### config.mk
export PLATFORM = sky130hd
export DESIGN_NAME = core_controller
export DESIGN_NICKNAME = d
export VERILOG_FILES = /design/src/source/ctrl_pkg.sv /design/src/source/pipe_ctrl_fsm.sv /design/src/source/hazard_unit.sv /design/src/source/operand_fwd_unit.sv /design/src/source/perf_counters.sv /design/src/source/core_controller.sv
export SDC_FILE = /design/constraint.sdc
export NUM_CORES = 1
export LEC_CHECK = 0
export ABC_CLOCK_PERIOD_IN_PS = 2300
export BUFFER_PORTS_ARGS = -buffer_cell sky130_fd_sc_hd__buf_4
export CAP_MARGIN = 20
export CORE_AREA = 3 3 78 80
export DETAILED_ROUTE_END_ITERATION = 8
export DIE_AREA = 0 0 81 83
export PLACE_DENSITY = 0.78
export SYNTH_ARGS = -nofsm -noshare
export SYNTH_HDL_FRONTEND = slang
export SYNTH_HIERARCHICAL = 1
export SYNTH_SLANG_ARGS = --single-unit
export TNS_END_PERCENT = 20
### constraint.sdc
create_clock -name clk -period 2.3 [get_ports clk]
set_input_delay 0.46 -clock clk [delete_from_list [all_inputs] [get_ports clk]]
set_output_delay 0.46 -clock clk [all_outputs]
set_load 0.1 [all_outputs]
### src/source/ctrl_pkg.sv
/*
 * Controller package
 * state, PC-select, jump-kind and forwarding-select encodings shared by
 * the controller blocks, plus the performance counter width
 */
package ctrl_pkg;

  ////////////////////////////////////////////////////////////////////////
  // control FSM
  ////////////////////////////////////////////////////////////////////////

  // core control states, two-step flush at the end
  typedef enum logic [2:0] {
    RESET,
    BOOT_SET,
    SLEEP,
    FIRST_FETCH,
    DECODE,
    FLUSH_EX,
    FLUSH_WB
  } ctrl_state_t;

  ////////////////////////////////////////////////////////////////////////
  // fetch and decode encodings
  ////////////////////////////////////////////////////////////////////////

  // fetch address source seen by the IF stage
  typedef enum logic [2:0] {
    PC_BOOT      = 3'b000,
    PC_JUMP      = 3'b010,
    PC_BRANCH    = 3'b011,
    PC_EXCEPTION = 3'b100,
    PC_ERET      = 3'b101
  } pc_mux_t;

  // control transfer kind of the instruction in decode
  typedef enum logic [1:0] {
    BRANCH_NONE = 2'b00,
    BRANCH_JAL  = 2'b01,
    BRANCH_JALR = 2'b10,
    BRANCH_COND = 2'b11
  } jump_kind_t;

  // operand source in ID
  typedef enum logic [1:0] {
    SEL_REGFILE = 2'b00,
    SEL_FW_EX   = 2'b01,
    SEL_FW_WB   = 2'b10
  } fwd_sel_t;

  // width of each event counter, wraps on overflow
  localparam int PERF_CNT_W = 16;

endpackage

### src/source/pipe_ctrl_fsm.sv
/*
 * Pipeline control FSM
 * sequences boot, sleep and decode, issues PC redirects for jumps,
 * branches, exceptions and eret, and runs the two-step pipeline flush
 */
module pipe_ctrl_fsm (
  input  logic                 clk,
  input  logic                 rst_n,
  input  logic                 fetch_enable_i,
  input  logic                 instr_valid_i,
  input  logic                 branch_taken_ex_i,
  input  ctrl_pkg::jump_kind_t jump_in_dec_i,
  input  logic                 eret_insn_i,
  input  logic                 pipe_flush_i,
  input  logic                 exc_req_i,
  input  logic                 ext_req_i,
  input  logic                 id_ready_i,
  input  logic                 ex_valid_i,
  input  logic                 jr_stall_i,
  output logic                 instr_req_o,
  output logic                 ctrl_busy_o,
  output logic                 is_decoding_o,
  output logic                 pc_set_o,
  output ctrl_pkg::pc_mux_t    pc_mux_o,
  output logic                 exc_ack_o,
  output logic                 exc_save_if_o,
  output logic                 exc_save_id_o,
  output logic                 exc_save_takenbranch_o,
  output logic                 exc_restore_id_o,
  output logic                 halt_if_o,
  output logic                 halt_id_o
);
  import ctrl_pkg::*;

  ctrl_state_t ctrl_fsm_cs;
  ctrl_state_t ctrl_fsm_ns;

  // set once a jump or eret redirect went out for the instruction in ID
  logic jump_done_d;
  logic jump_done_q;

  ////////////////////////////////////////////////////////////////////////
  // next state and outputs
  ////////////////////////////////////////////////////////////////////////

  always_comb
  begin
    // fetch runs unless a state says otherwise
    instr_req_o            = 1'b1;
    ctrl_busy_o            = 1'b1;
    is_decoding_o          = 1'b0;
    pc_set_o               = 1'b0;
    pc_mux_o               = PC_BOOT;
    exc_ack_o              = 1'b0;
    exc_save_if_o          = 1'b0;
    exc_save_id_o          = 1'b0;
    exc_save_takenbranch_o = 1'b0;
    exc_restore_id_o       = 1'b0;
    halt_if_o              = 1'b0;
    halt_id_o              = 1'b0;
    jump_done_d            = jump_done_q;
    ctrl_fsm_ns            = ctrl_fsm_cs;

    case (ctrl_fsm_cs)
      // idle until fetch is enabled
      RESET:
      begin
        instr_req_o = 1'b0;
        ctrl_busy_o = 1'b0;
        if (fetch_enable_i)
          ctrl_fsm_ns = BOOT_SET;
      end

      // load the boot address into the fetch PC
      BOOT_SET:
      begin
        pc_set_o    = 1'b1;
        pc_mux_o    = PC_BOOT;
        ctrl_fsm_ns = FIRST_FETCH;
      end

      // wake on fetch enable or an interrupt
      SLEEP:
      begin
        instr_req_o = 1'b0;
        ctrl_busy_o = 1'b0;
        halt_if_o   = 1'b1;
        halt_id_o   = 1'b1;
        if (fetch_enable_i || exc_req_i)
          ctrl_fsm_ns = FIRST_FETCH;
      end

      // wait for the first instruction to reach ID
      FIRST_FETCH:
      begin
        if (id_ready_i)
          ctrl_fsm_ns = DECODE;
        // pipeline is empty here, so the IF PC is the one to save
        if (exc_req_i)
        begin
          pc_set_o      = 1'b1;
          pc_mux_o      = PC_EXCEPTION;
          exc_ack_o     = 1'b1;
          exc_save_if_o = 1'b1;
        end
      end

      DECODE:
      begin
        // only decode when no taken branch in EX kills the ID instruction
        if (instr_valid_i && !branch_taken_ex_i)
        begin
          is_decoding_o = 1'b1;

          // target is known in ID, redirect once the operand is ready
          if (jump_in_dec_i == BRANCH_JAL || jump_in_dec_i == BRANCH_JALR)
          begin
            pc_mux_o = PC_JUMP;
            if (!jr_stall_i && !jump_done_q)
            begin
              pc_set_o    = 1'b1;
              jump_done_d = 1'b1;
            end
          end
          else if (exc_req_i)
          begin
            // keep the ID instruction out of EX, resume from it later
            pc_set_o      = 1'b1;
            pc_mux_o      = PC_EXCEPTION;
            exc_ack_o     = 1'b1;
            halt_id_o     = 1'b1;
            exc_save_id_o = 1'b1;
          end

          // exception return, one redirect per instruction
          if (eret_insn_i)
          begin
            pc_mux_o         = PC_ERET;
            exc_restore_id_o = 1'b1;
            if (!jump_done_q)
            begin
              pc_set_o    = 1'b1;
              jump_done_d = 1'b1;
            end
          end

          // WFI, or eret back into sleep
          if (pipe_flush_i || (eret_insn_i && !fetch_enable_i))
          begin
            halt_if_o   = 1'b1;
            halt_id_o   = 1'b1;
            ctrl_fsm_ns = FLUSH_EX;
          end
        end

        // external interrupt between instructions
        if (!instr_valid_i && !branch_taken_ex_i && ext_req_i)
        begin
          pc_set_o      = 1'b1;
          pc_mux_o      = PC_EXCEPTION;
          exc_ack_o     = 1'b1;
          halt_id_o     = 1'b1;
          exc_save_if_o = 1'b1;
        end

        // taken branch in EX, the ID instruction is on the wrong path
        if (branch_taken_ex_i)
        begin
          pc_set_o = 1'b1;
          pc_mux_o = PC_BRANCH;
          // interrupt wins, the branch target is saved as return address
          if (ext_req_i)
          begin
            pc_mux_o               = PC_EXCEPTION;
            exc_ack_o              = 1'b1;
            halt_id_o              = 1'b1;
            exc_save_takenbranch_o = 1'b1;
          end
        end
      end

      // let the instruction in EX finish
      FLUSH_EX:
      begin
        halt_if_o = 1'b1;
        halt_id_o = 1'b1;
        if (ex_valid_i)
          ctrl_fsm_ns = FLUSH_WB;
      end

      // WB drains in one cycle
      FLUSH_WB:
      begin
        halt_if_o = 1'b1;
        halt_id_o = 1'b1;
        if (fetch_enable_i)
        begin
          halt_if_o   = 1'b0;
          ctrl_fsm_ns = DECODE;
        end
        else
        begin
          ctrl_fsm_ns = SLEEP;
        end
      end

      default:
      begin
        instr_req_o = 1'b0;
        ctrl_fsm_ns = RESET;
      end
    endcase
  end

  ////////////////////////////////////////////////////////////////////////
  // state registers
  ////////////////////////////////////////////////////////////////////////

  always_ff @(posedge clk or negedge rst_n)
  begin
    if (!rst_n)
    begin
      ctrl_fsm_cs <= RESET;
      jump_done_q <= 1'b0;
    end
    else
    begin
      ctrl_fsm_cs <= ctrl_fsm_ns;
      // a new instruction enters ID once ID accepts, so the flag clears
      jump_done_q <= jump_done_d & ~id_ready_i;
    end
  end

endmodule

### src/source/hazard_unit.sv
/*
 * Hazard unit
 * detects load-use and jump-register hazards in ID and decides when the
 * register write enable of the decoded instruction is dropped
 */
module hazard_unit (
  input  logic                 is_decoding_i,
  input  logic                 illegal_insn_i,
  input  ctrl_pkg::jump_kind_t jump_in_dec_i,
  input  logic                 data_req_ex_i,
  input  logic                 regfile_we_ex_i,
  input  logic                 regfile_we_wb_i,
  input  logic                 regfile_alu_we_fw_i,
  input  logic                 reg_d_ex_is_reg_a_i,
  input  logic                 reg_d_ex_is_reg_b_i,
  input  logic                 reg_d_wb_is_reg_a_i,
  input  logic                 reg_d_alu_is_reg_a_i,
  output logic                 load_stall_o,
  output logic                 jr_stall_o,
  output logic                 deassert_we_o
);
  import ctrl_pkg::*;

  logic ex_load_pending;
  logic ra_write_pending;

  // load in EX whose data is not back yet
  assign ex_load_pending = data_req_ex_i & regfile_we_ex_i;

  // any stage still has to write the register that JALR reads
  assign ra_write_pending = (regfile_we_wb_i & reg_d_wb_is_reg_a_i) |
                            (regfile_we_ex_i & reg_d_ex_is_reg_a_i) |
                            (regfile_alu_we_fw_i & reg_d_alu_is_reg_a_i);

  // load result cannot be forwarded in time
  assign load_stall_o = ex_load_pending & (reg_d_ex_is_reg_a_i | reg_d_ex_is_reg_b_i);

  // JALR target comes straight from the register file, no forwarding
  assign jr_stall_o = (jump_in_dec_i == BRANCH_JALR) & ra_write_pending;

  // the ID instruction must not write back while it is not really issued
  assign deassert_we_o = ~is_decoding_i | illegal_insn_i | load_stall_o | jr_stall_o;

endmodule

### src/source/operand_fwd_unit.sv
/*
 * Operand forwarding unit
 * picks the source of operands A and B in ID from the WB and ALU
 * write-back address matches
 */
module operand_fwd_unit (
  input  logic               regfile_we_wb_i,
  input  logic               regfile_alu_we_fw_i,
  input  logic               reg_d_wb_is_reg_a_i,
  input  logic               reg_d_wb_is_reg_b_i,
  input  logic               reg_d_alu_is_reg_a_i,
  input  logic               reg_d_alu_is_reg_b_i,
  output ctrl_pkg::fwd_sel_t operand_a_fw_mux_sel_o,
  output ctrl_pkg::fwd_sel_t operand_b_fw_mux_sel_o
);
  import ctrl_pkg::*;

  always_comb
  begin
    operand_a_fw_mux_sel_o = SEL_REGFILE;
    operand_b_fw_mux_sel_o = SEL_REGFILE;

    // WB to ID
    if (regfile_we_wb_i)
    begin
      if (reg_d_wb_is_reg_a_i)
        operand_a_fw_mux_sel_o = SEL_FW_WB;
      if (reg_d_wb_is_reg_b_i)
        operand_b_fw_mux_sel_o = SEL_FW_WB;
    end

    // EX to ID, younger result so it overrides WB
    if (regfile_alu_we_fw_i)
    begin
      if (reg_d_alu_is_reg_a_i)
        operand_a_fw_mux_sel_o = SEL_FW_EX;
      if (reg_d_alu_is_reg_b_i)
        operand_b_fw_mux_sel_o = SEL_FW_EX;
    end
  end

endmodule

### src/source/perf_counters.sv
/*
 * Performance counters
 * counts jump cycles, jump-register stall cycles and load stall cycles
 */
module perf_counters (
  input  logic                           clk,
  input  logic                           rst_n,
  input  ctrl_pkg::jump_kind_t           jump_in_id_i,
  input  logic                           jr_stall_i,
  input  logic                           load_stall_i,
  output logic [ctrl_pkg::PERF_CNT_W-1:0] jump_cnt_o,
  output logic [ctrl_pkg::PERF_CNT_W-1:0] jr_stall_cnt_o,
  output logic [ctrl_pkg::PERF_CNT_W-1:0] ld_stall_cnt_o
);
  import ctrl_pkg::*;

  logic                  jump_event;
  logic [PERF_CNT_W-1:0] jump_cnt_q;
  logic [PERF_CNT_W-1:0] jr_stall_cnt_q;
  logic [PERF_CNT_W-1:0] ld_stall_cnt_q;

  // unconditional jumps only, conditional branches are not counted
  assign jump_event = (jump_in_id_i == BRANCH_JAL) || (jump_in_id_i == BRANCH_JALR);

  ////////////////////////////////////////////////////////////////////////
  // counters
  ////////////////////////////////////////////////////////////////////////

  // plain wrap on overflow
  always_ff @(posedge clk or negedge rst_n)
  begin
    if (!rst_n)
    begin
      jump_cnt_q     <= '0;
      jr_stall_cnt_q <= '0;
      ld_stall_cnt_q <= '0;
    end
    else
    begin
      if (jump_event)
        jump_cnt_q <= jump_cnt_q + PERF_CNT_W'(1);
      if (jr_stall_i)
        jr_stall_cnt_q <= jr_stall_cnt_q + PERF_CNT_W'(1);
      if (load_stall_i)
        ld_stall_cnt_q <= ld_stall_cnt_q + PERF_CNT_W'(1);
    end
  end

  assign jump_cnt_o     = jump_cnt_q;
  assign jr_stall_cnt_o = jr_stall_cnt_q;
  assign ld_stall_cnt_o = ld_stall_cnt_q;

endmodule

### src/source/core_controller.sv
/*
 * Core controller
 * main control of the in-order pipeline: FSM, hazard stalls, operand
 * forwarding select and event counters
 */
module core_controller (
  input  logic                            clk,
  input  logic                            rst_n,
  // fetch and decode
  input  logic                            fetch_enable_i,
  input  logic                            instr_valid_i,
  input  logic                            illegal_insn_i,
  input  logic                            eret_insn_i,
  input  logic                            pipe_flush_i,
  input  logic                            branch_taken_ex_i,
  input  ctrl_pkg::jump_kind_t            jump_in_dec_i,
  input  ctrl_pkg::jump_kind_t            jump_in_id_i,
  output logic                            instr_req_o,
  output logic                            ctrl_busy_o,
  output logic                            is_decoding_o,
  output logic                            pc_set_o,
  output ctrl_pkg::pc_mux_t               pc_mux_o,
  // exceptions
  input  logic                            exc_req_i,
  input  logic                            ext_req_i,
  output logic                            exc_ack_o,
  output logic                            exc_save_if_o,
  output logic                            exc_save_id_o,
  output logic                            exc_save_takenbranch_o,
  output logic                            exc_restore_id_o,
  // pipeline status
  input  logic                            id_ready_i,
  input  logic                            ex_valid_i,
  input  logic                            data_req_ex_i,
  // write-back ports and address matches
  input  logic                            regfile_we_ex_i,
  input  logic                            regfile_we_wb_i,
  input  logic                            regfile_alu_we_fw_i,
  input  logic                            reg_d_ex_is_reg_a_i,
  input  logic                            reg_d_ex_is_reg_b_i,
  input  logic                            reg_d_wb_is_reg_a_i,
  input  logic                            reg_d_wb_is_reg_b_i,
  input  logic                            reg_d_alu_is_reg_a_i,
  input  logic                            reg_d_alu_is_reg_b_i,
  // stalls and forwarding
  output logic                            halt_if_o,
  output logic                            halt_id_o,
  output logic                            deassert_we_o,
  output logic                            load_stall_o,
  output logic                            jr_stall_o,
  output ctrl_pkg::fwd_sel_t              operand_a_fw_mux_sel_o,
  output ctrl_pkg::fwd_sel_t              operand_b_fw_mux_sel_o,
  // event counters
  output logic [ctrl_pkg::PERF_CNT_W-1:0] jump_cnt_o,
  output logic [ctrl_pkg::PERF_CNT_W-1:0] jr_stall_cnt_o,
  output logic [ctrl_pkg::PERF_CNT_W-1:0] ld_stall_cnt_o
);

  // FSM holds a jump redirect on jr_stall_o, hazard unit reads is_decoding_o
  pipe_ctrl_fsm pipe_ctrl_fsm_i (
    .clk                    (clk),
    .rst_n                  (rst_n),
    .fetch_enable_i         (fetch_enable_i),
    .instr_valid_i          (instr_valid_i),
    .branch_taken_ex_i      (branch_taken_ex_i),
    .jump_in_dec_i          (jump_in_dec_i),
    .eret_insn_i            (eret_insn_i),
    .pipe_flush_i           (pipe_flush_i),
    .exc_req_i              (exc_req_i),
    .ext_req_i              (ext_req_i),
    .id_ready_i             (id_ready_i),
    .ex_valid_i             (ex_valid_i),
    .jr_stall_i             (jr_stall_o),
    .instr_req_o            (instr_req_o),
    .ctrl_busy_o            (ctrl_busy_o),
    .is_decoding_o          (is_decoding_o),
    .pc_set_o               (pc_set_o),
    .pc_mux_o               (pc_mux_o),
    .exc_ack_o              (exc_ack_o),
    .exc_save_if_o          (exc_save_if_o),
    .exc_save_id_o          (exc_save_id_o),
    .exc_save_takenbranch_o (exc_save_takenbranch_o),
    .exc_restore_id_o       (exc_restore_id_o),
    .halt_if_o              (halt_if_o),
    .halt_id_o              (halt_id_o)
  );

  hazard_unit hazard_unit_i (
    .is_decoding_i        (is_decoding_o),
    .illegal_insn_i       (illegal_insn_i),
    .jump_in_dec_i        (jump_in_dec_i),
    .data_req_ex_i        (data_req_ex_i),
    .regfile_we_ex_i      (regfile_we_ex_i),
    .regfile_we_wb_i      (regfile_we_wb_i),
    .regfile_alu_we_fw_i  (regfile_alu_we_fw_i),
    .reg_d_ex_is_reg_a_i  (reg_d_ex_is_reg_a_i),
    .reg_d_ex_is_reg_b_i  (reg_d_ex_is_reg_b_i),
    .reg_d_wb_is_reg_a_i  (reg_d_wb_is_reg_a_i),
    .reg_d_alu_is_reg_a_i (reg_d_alu_is_reg_a_i),
    .load_stall_o         (load_stall_o),
    .jr_stall_o           (jr_stall_o),
    .deassert_we_o        (deassert_we_o)
  );

  operand_fwd_unit operand_fwd_unit_i (
    .regfile_we_wb_i        (regfile_we_wb_i),
    .regfile_alu_we_fw_i    (regfile_alu_we_fw_i),
    .reg_d_wb_is_reg_a_i    (reg_d_wb_is_reg_a_i),
    .reg_d_wb_is_reg_b_i    (reg_d_wb_is_reg_b_i),
    .reg_d_alu_is_reg_a_i   (reg_d_alu_is_reg_a_i),
    .reg_d_alu_is_reg_b_i   (reg_d_alu_is_reg_b_i),
    .operand_a_fw_mux_sel_o (operand_a_fw_mux_sel_o),
    .operand_b_fw_mux_sel_o (operand_b_fw_mux_sel_o)
  );

  perf_counters perf_counters_i (
    .clk            (clk),
    .rst_n          (rst_n),
    .jump_in_id_i   (jump_in_id_i),
    .jr_stall_i     (jr_stall_o),
    .load_stall_i   (load_stall_o),
    .jump_cnt_o     (jump_cnt_o),
    .jr_stall_cnt_o (jr_stall_cnt_o),
    .ld_stall_cnt_o (ld_stall_cnt_o)
  );

endmodule

Yosys cells after proc, flatten, opt, wreduce, memory -nomap -nowiden

Index checks and enable logic that the tools add are counted.

Add/sub/neg operators: 3
Multipliers: 0
Div/mod/pow operators: 0
$lt $le $gt $ge: 0
Equal/unequal tests: 16
Shift-type cells: 0
Multiplexer cells: 68
Bitwise logic cells: 15
Reduce and logical (&&, ||, !) cells: 20

Operators by type and width:

| kind                    | count |
|---|---|
| $add A16 B1 Y16 const B | 3 |
| $mux W3                 | 14 |
| $mux W1                 | 39 |
| $pmux W3 S7             | 1 |
| $mux W2                 | 8 |
| $eq A3 B3 Y1 const B    | 3 |
| $and A1 B1 Y1           | 7 |
| $eq A3 B2 Y1 const B    | 2 |
| $ne A2 B1 Y1 const B    | 3 |
| $ne A2 B2 Y1 const B    | 3 |
| $or A1 B1 Y1            | 6 |
| $pmux W1 S2             | 3 |
| $pmux W1 S3             | 2 |
| $pmux W3 S2             | 1 |
| $reduce_and A6 Y1       | 1 |
| $logic_and A1 B1 Y1     | 5 |
| $logic_not A1 Y1        | 5 |
| $reduce_or A5 Y1        | 1 |
| $eq A2 B1 Y1 const B    | 2 |
| $eq A2 B2 Y1 const B    | 2 |
| $logic_or A1 B1 Y1      | 4 |
| $reduce_or A2 Y1        | 2 |
| $eq A3 B1 Y1 const B    | 1 |
| $logic_not A3 Y1        | 1 |
| 2 further kinds         | 3 |

Register bits after elaboration: 52
Latch bits: 0
RAM bits: 0
Memory bits (read-only): 0
Bits of input ports: 26
Output and inout port bits: 69
Word-level logic and storage cells: 127
Memories kept: 0

Depth between registers and ports, before layout

Depth in word-level cells: 14
Mapped depth: 6
Gate-level depth less buffers: 6

Modules after synthesis

The synthesis kept the hierarchy.

Modules (own cells, without submodules):

| module           | instances | cells an instance | area an instance (um^2) | sequential area each (um^2) |
|---|---|---|---|---|
| perf_counters    | 1         | 176               | 2,098.3                 | 1,201.2 |
| pipe_ctrl_fsm    | 1         | 68                | 498.0                   | 100.1 |
| hazard_unit      | 1         | 7                 | 45.0                    | 0.0 |
| operand_fwd_unit | 1         | 6                 | 35.0                    | 0.0 |

Worst setup path before layout

No wires, ideal clock.

Kind: input -> output
Start: input regfile_we_wb_i
End: output pc_set_o
Arrival: 4.119 ns
Data required time: 1.840 ns
Slack: -2.279 ns
Stages: 5
Buffers on the path: 0
Cell sequence: a222oi_1 -> nor3_1 -> o21bai_2 -> a2111oi_0 -> a211oi_1

Word-level cells in the longest chain between the ends: 14

Ends and longest elaborated chain:

| what                  | RTL line              | source |
|---|---|---|
| from (decl)           | core_controller.sv:37 | `input logic regfile_we_wb_i,` |
| $and A1 B1 Y1 *       | hazard_unit.sv:31     | `assign ra_write_pending = (regfile_we_wb_i & reg_d_wb_is_reg_a_i) \|` |
| $or A1 B1 Y1 *        | hazard_unit.sv:31     |  |
| $or A1 B1 Y1 *        | hazard_unit.sv:32     | `(regfile_we_ex_i & reg_d_ex_is_reg_a_i) \|` |
| $and A1 B1 Y1 *       | hazard_unit.sv:39     | `assign jr_stall_o = (jump_in_dec_i == BRANCH_JALR) & ra_write_pending;` |
| net jr_stall_o        | core_controller.sv:50 | `output logic jr_stall_o,` |
| $logic_not A1 Y1 *    | pipe_ctrl_fsm.sv:119  | `if (!jr_stall_i && !jump_done_q)` |
| $logic_and A1 B1 Y1 * | pipe_ctrl_fsm.sv:119  |  |
| $mux W1 *             | pipe_ctrl_fsm.sv:119  |  |
| $mux W1 *             | pipe_ctrl_fsm.sv:116  | `if (jump_in_dec_i == BRANCH_JAL \|\| jump_in_dec_i == BRANCH_JALR)` |
| $mux W1               | pipe_ctrl_fsm.sv:140  | `if (!jump_done_q)` |
| $mux W1 *             | pipe_ctrl_fsm.sv:136  | `if (eret_insn_i)` |
| $mux W1 *             | pipe_ctrl_fsm.sv:111  | `if (instr_valid_i && !branch_taken_ex_i)` |
| $mux W1 *             | pipe_ctrl_fsm.sv:157  | `if (!instr_valid_i && !branch_taken_ex_i && ext_req_i)` |
| $mux W1 *             | pipe_ctrl_fsm.sv:167  | `if (branch_taken_ex_i)` |
| $pmux W1 S3 *         | pipe_ctrl_fsm.sv:64   | `case (ctrl_fsm_cs)` |
| to (decl)             | core_controller.sv:21 | `output logic pc_set_o,` |

Mark *: on every way through the listed nets, which the timed path passes. The rest lies on a longest branch.

Final worst setup path

Start: input reg_d_wb_is_reg_a_i
End: output pc_set_o

Word-level cells in the longest chain between the ends: 14

Ends and longest elaborated chain:

| what                  | RTL line              | source |
|---|---|---|
| from (decl)           | core_controller.sv:41 | `input logic reg_d_wb_is_reg_a_i,` |
| $and A1 B1 Y1 *       | hazard_unit.sv:31     |  |
| $or A1 B1 Y1 *        | hazard_unit.sv:31     |  |
| $or A1 B1 Y1 *        | hazard_unit.sv:32     |  |
| $and A1 B1 Y1 *       | hazard_unit.sv:39     |  |
| $logic_not A1 Y1 *    | pipe_ctrl_fsm.sv:119  |  |
| $logic_and A1 B1 Y1 * | pipe_ctrl_fsm.sv:119  |  |
| $mux W1 *             | pipe_ctrl_fsm.sv:119  |  |
| $mux W1 *             | pipe_ctrl_fsm.sv:116  |  |
| $mux W1               | pipe_ctrl_fsm.sv:140  |  |
| $mux W1 *             | pipe_ctrl_fsm.sv:136  |  |
| $mux W1 *             | pipe_ctrl_fsm.sv:111  |  |
| $mux W1 *             | pipe_ctrl_fsm.sv:157  |  |
| $mux W1 *             | pipe_ctrl_fsm.sv:167  |  |
| $pmux W1 S3 *         | pipe_ctrl_fsm.sv:64   |  |

Every way passes the cells marked *; elsewhere a longest branch is shown, timed or not.

==> metrics.txt <==
cell count after synthesis 257; DR vias about 2,200; TritonCTS Sinks 52; htree depth 2; post-synthesis sequential area ratio 0.486; WL/cell approximately 14 um; top post-synthesis cells by area dfrtp_1 (49%), xor2_1 (7.9%), xnor2_1 (7.5%); final net count ~390; Worst R2R End perf_counters_i/ld_stall_cnt_o[14]; largest net degree at the start of global routing 53; leakage 0.00183 uW; die extent in x 81 um; Fmax achieved 0.434 GHz; crit end category primary output; post-route cell area 3700 um^2; area post-placement roughly 3600 um^2; Root Buffer clkbuf_8; Longest Clk Path Bufs 2; Crit path buffers/inverters 3; Peak supply drop 1470 uV; # fillers 457; reg-to-reg startpoint perf_counters_i/ld_stall_cnt_o[3]; flops & latches, synth 52; worst setup margin -2.63 ps; startpoint types input pin; I/O Pins 95; 1st-pass router iterations 4; final setup violation count 1; Core Util, Final 0.677; worst slew pin tran 643 ps; total CTS buffers 5; initial antenna violation count 0; critical path's largest stage delay about 340 ps; total power 4670 uW; Top cell by count, worst path buf_4; slew margin rel. 0.571; total congestion overflow 0; CP max FO 2; Max Cap Viol 0; status complete, but fails checks; final slew viol count 0; most frequent cell after synthesis dfrtp_1; synthesized area approximately 2700 um^2; R2R Setup Slk 610 ps; Syn Nets 286; CP delay by family, top compound AO/OA/AOI/OAI gates; via count of the first global-routing pass ~2,200; top cells by count, synth dfrtp_1 (52), xor2_1 (24), xnor2_1 (23); Cell variety after synth 45; Critical Path Source reg_d_wb_is_reg_a_i; Worst Path Arrival 1840 ps; Crit path depth 8; fin crit period 2300 ps; Die ar. 6720 um^2; CP cell instances buf_4 > a222oi_1 > buf_4 > nor3_4 > o21bai_2 > a2111oi_2 > a211oi_4 > buf_12; Detailed Place HPWL 4770 um; asr flop ratio synth 1.00; port bufs 94; synth warn 6; Post-synth top flop dfrtp_1; FP Rows 27; P&R area growth vs syn 38.4%; share of the synthesized area in the top cell type 0.486; slowest stage cell, crit path a222oi_1; GP Congestion 0.792; critical path class in2out; Critical Path RT between 1500 and 2000 ps; clock latency at the later pin of the worst-skew pair 290 ps; Synth area leader dfrtp_1; unrepaired setup endpoints after global routing yes; Core Box Area 5470 um^2; Post-synth EDFFs 0; starting density of the core 0.489; Final Hold Vio Count 0; Overall Global Routing Usage 0.196; Post-Route WL 6230 um; DR DRC count 0; fraction of layout cells with a size suffix above 1 0.384; drt first-iter violations 89; Die H 83 um; pwr/cell area 1260 nW/um^2; Detail Route Antenna Nets 0; setup skew after layout about 5.6 ps; Worst-path clk slew 90 ps; DR vias/cell 5.14; critical path capture point pc_set_o; Hold Crit Class in2async; diodes inserted 0; failing checks negative setup slack; reg2reg path depth 4; first-pass GRT wire length 10,600 um; CTS tree yes; Post-Syn Area per Cell between 10 and 15 um^2; part of the cycle the worst path needs 1.00
==> logic make-up (layout without fill, tap and decap cells) <==
logic type      Yosys count  after routing  share of synthesized area
compound gates           30             30                     0.0762
mux                       4              4                     0.0164
buf+inv                  14            122                     0.0252
xor+xnor                 47             47                      0.154
flops                    52             52                      0.486
fa+ha+maj                 3              3                     0.0140
simple gates            107            107                      0.228
==> timing repair <==
action,in CTS,in global routing
pin swaps,1,1
setup endpoints to repair,3,3
hold buffers,0,0
resized for setup,6,3
setup buffers,0,1
==> how the worst min path moves through the flow <==
stage,endpoint,start,cells after the start,slack [ps]
finish,perf_counters_i/jump_cnt_o[2],rst_n,1,180
global route,perf_counters_i/jump_cnt_o[8],rst_n,1,230
CTS,perf_counters_i/ld_stall_cnt_o[7],rst_n,1,210
detailed placement,perf_counters_i/jr_stall_cnt_o[15],perf_counters_i/jr_stall_cnt_o[15],1,460
global placement,perf_counters_i/ld_stall_cnt_o[15],perf_counters_i/ld_stall_cnt_o[15],1,460
floorplan,perf_counters_i/jr_stall_cnt_o[0],rst_n,0,160
==> cell usage in the layout, fill, tap and decap left out, types with 2 or more instances in the layout <==
| cell type | synthesis | final |
|---|---|---|
| buf_4 | 0 | 101 |
| dfrtp_1 | 52 | 52 |
| xor2_1 | 24 | 24 |
| xnor2_1 | 23 | 23 |
| nand2_1 | 22 | 22 |
| nor2_1 | 19 | 18 |
| nand4_1 | 15 | 15 |
| inv_1 | 10 | 10 |
| nand3_1 | 9 | 9 |
| nor3_1 | 10 | 7 |
| and3_1 | 6 | 6 |
| a21oi_1 | 6 | 6 |
| o21ai_0 | 8 | 6 |
| clkbuf_8 | 0 | 5 |
| nor2_2 | 2 | 3 |
| mux2_2 | 3 | 3 |
| or3_1 | 3 | 3 |
| and4_1 | 3 | 3 |
| ha_1 | 3 | 3 |
| and2_1 | 3 | 3 |
| clkinv_2 | 0 | 2 |
| o211ai_1 | 2 | 2 |
| nor3_4 | 0 | 2 |
| and2_4 | 2 | 2 |
| buf_6 | 2 | 2 |
| nor4_4 | 2 | 2 |
| o21ai_1 | 0 | 2 |
| o31ai_2 | 0 | 2 |
| nor2b_1 | 3 | 2 |
| o21a_1 | 2 | 2 |
==> flip-flops by register name, indices dropped and copies added, names as in the netlist <==
signal,cells
pipe_ctrl_fsm_i/jump_done_q,1
pipe_ctrl_fsm_i/ctrl_fsm_cs,3
perf_counters_i/jr_stall_cnt_o,16
perf_counters_i/ld_stall_cnt_o,16
perf_counters_i/jump_cnt_o,16
==> metal layers <==
metal,share of wire,track usage
met1,0.42,0.241
met2,0.49,0.334
met3,0.081,0.0597
met4,0.0092,0.0415
met5,0,0
==> through the flow <==
step                setup slack [ps]  setup TNS (ps)  cells  hold slack (ps)
finish                         -2.63           -2.63    437              179
global route                   -96.2            -125    437              234
CTS                            -9.81           -9.81    436              213
detailed placement             -61.3           -61.3    428              462
global placement               -55.9           -55.9    428              458
floorplan                       -663           -7590    257              164
==> cell type report <==
cell class / instances / area, um^2 / share of cell area
clock inverters: 3 / 18.8 / 0.00507
repair buffers: 104 / 801 / 0.216
well taps: 72 / 90.1 / 0.0243
clock buffers: 5 / 68.8 / 0.0186
flip-flops and latches: 52 / 1300 / 0.351
multi-input cells: 191 / 1390 / 0.375
inverters: 10 / 37.5 / 0.0101
==> power breakdown <==
group | total [uW] | internal [uW] | switching (uW)
Sequential | 1290 | 1080 | 209
Clock | 510 | 213 | 297
Combinational | 2870 | 669 | 2200
Note: power is estimated with default switching activity, not from simulation.
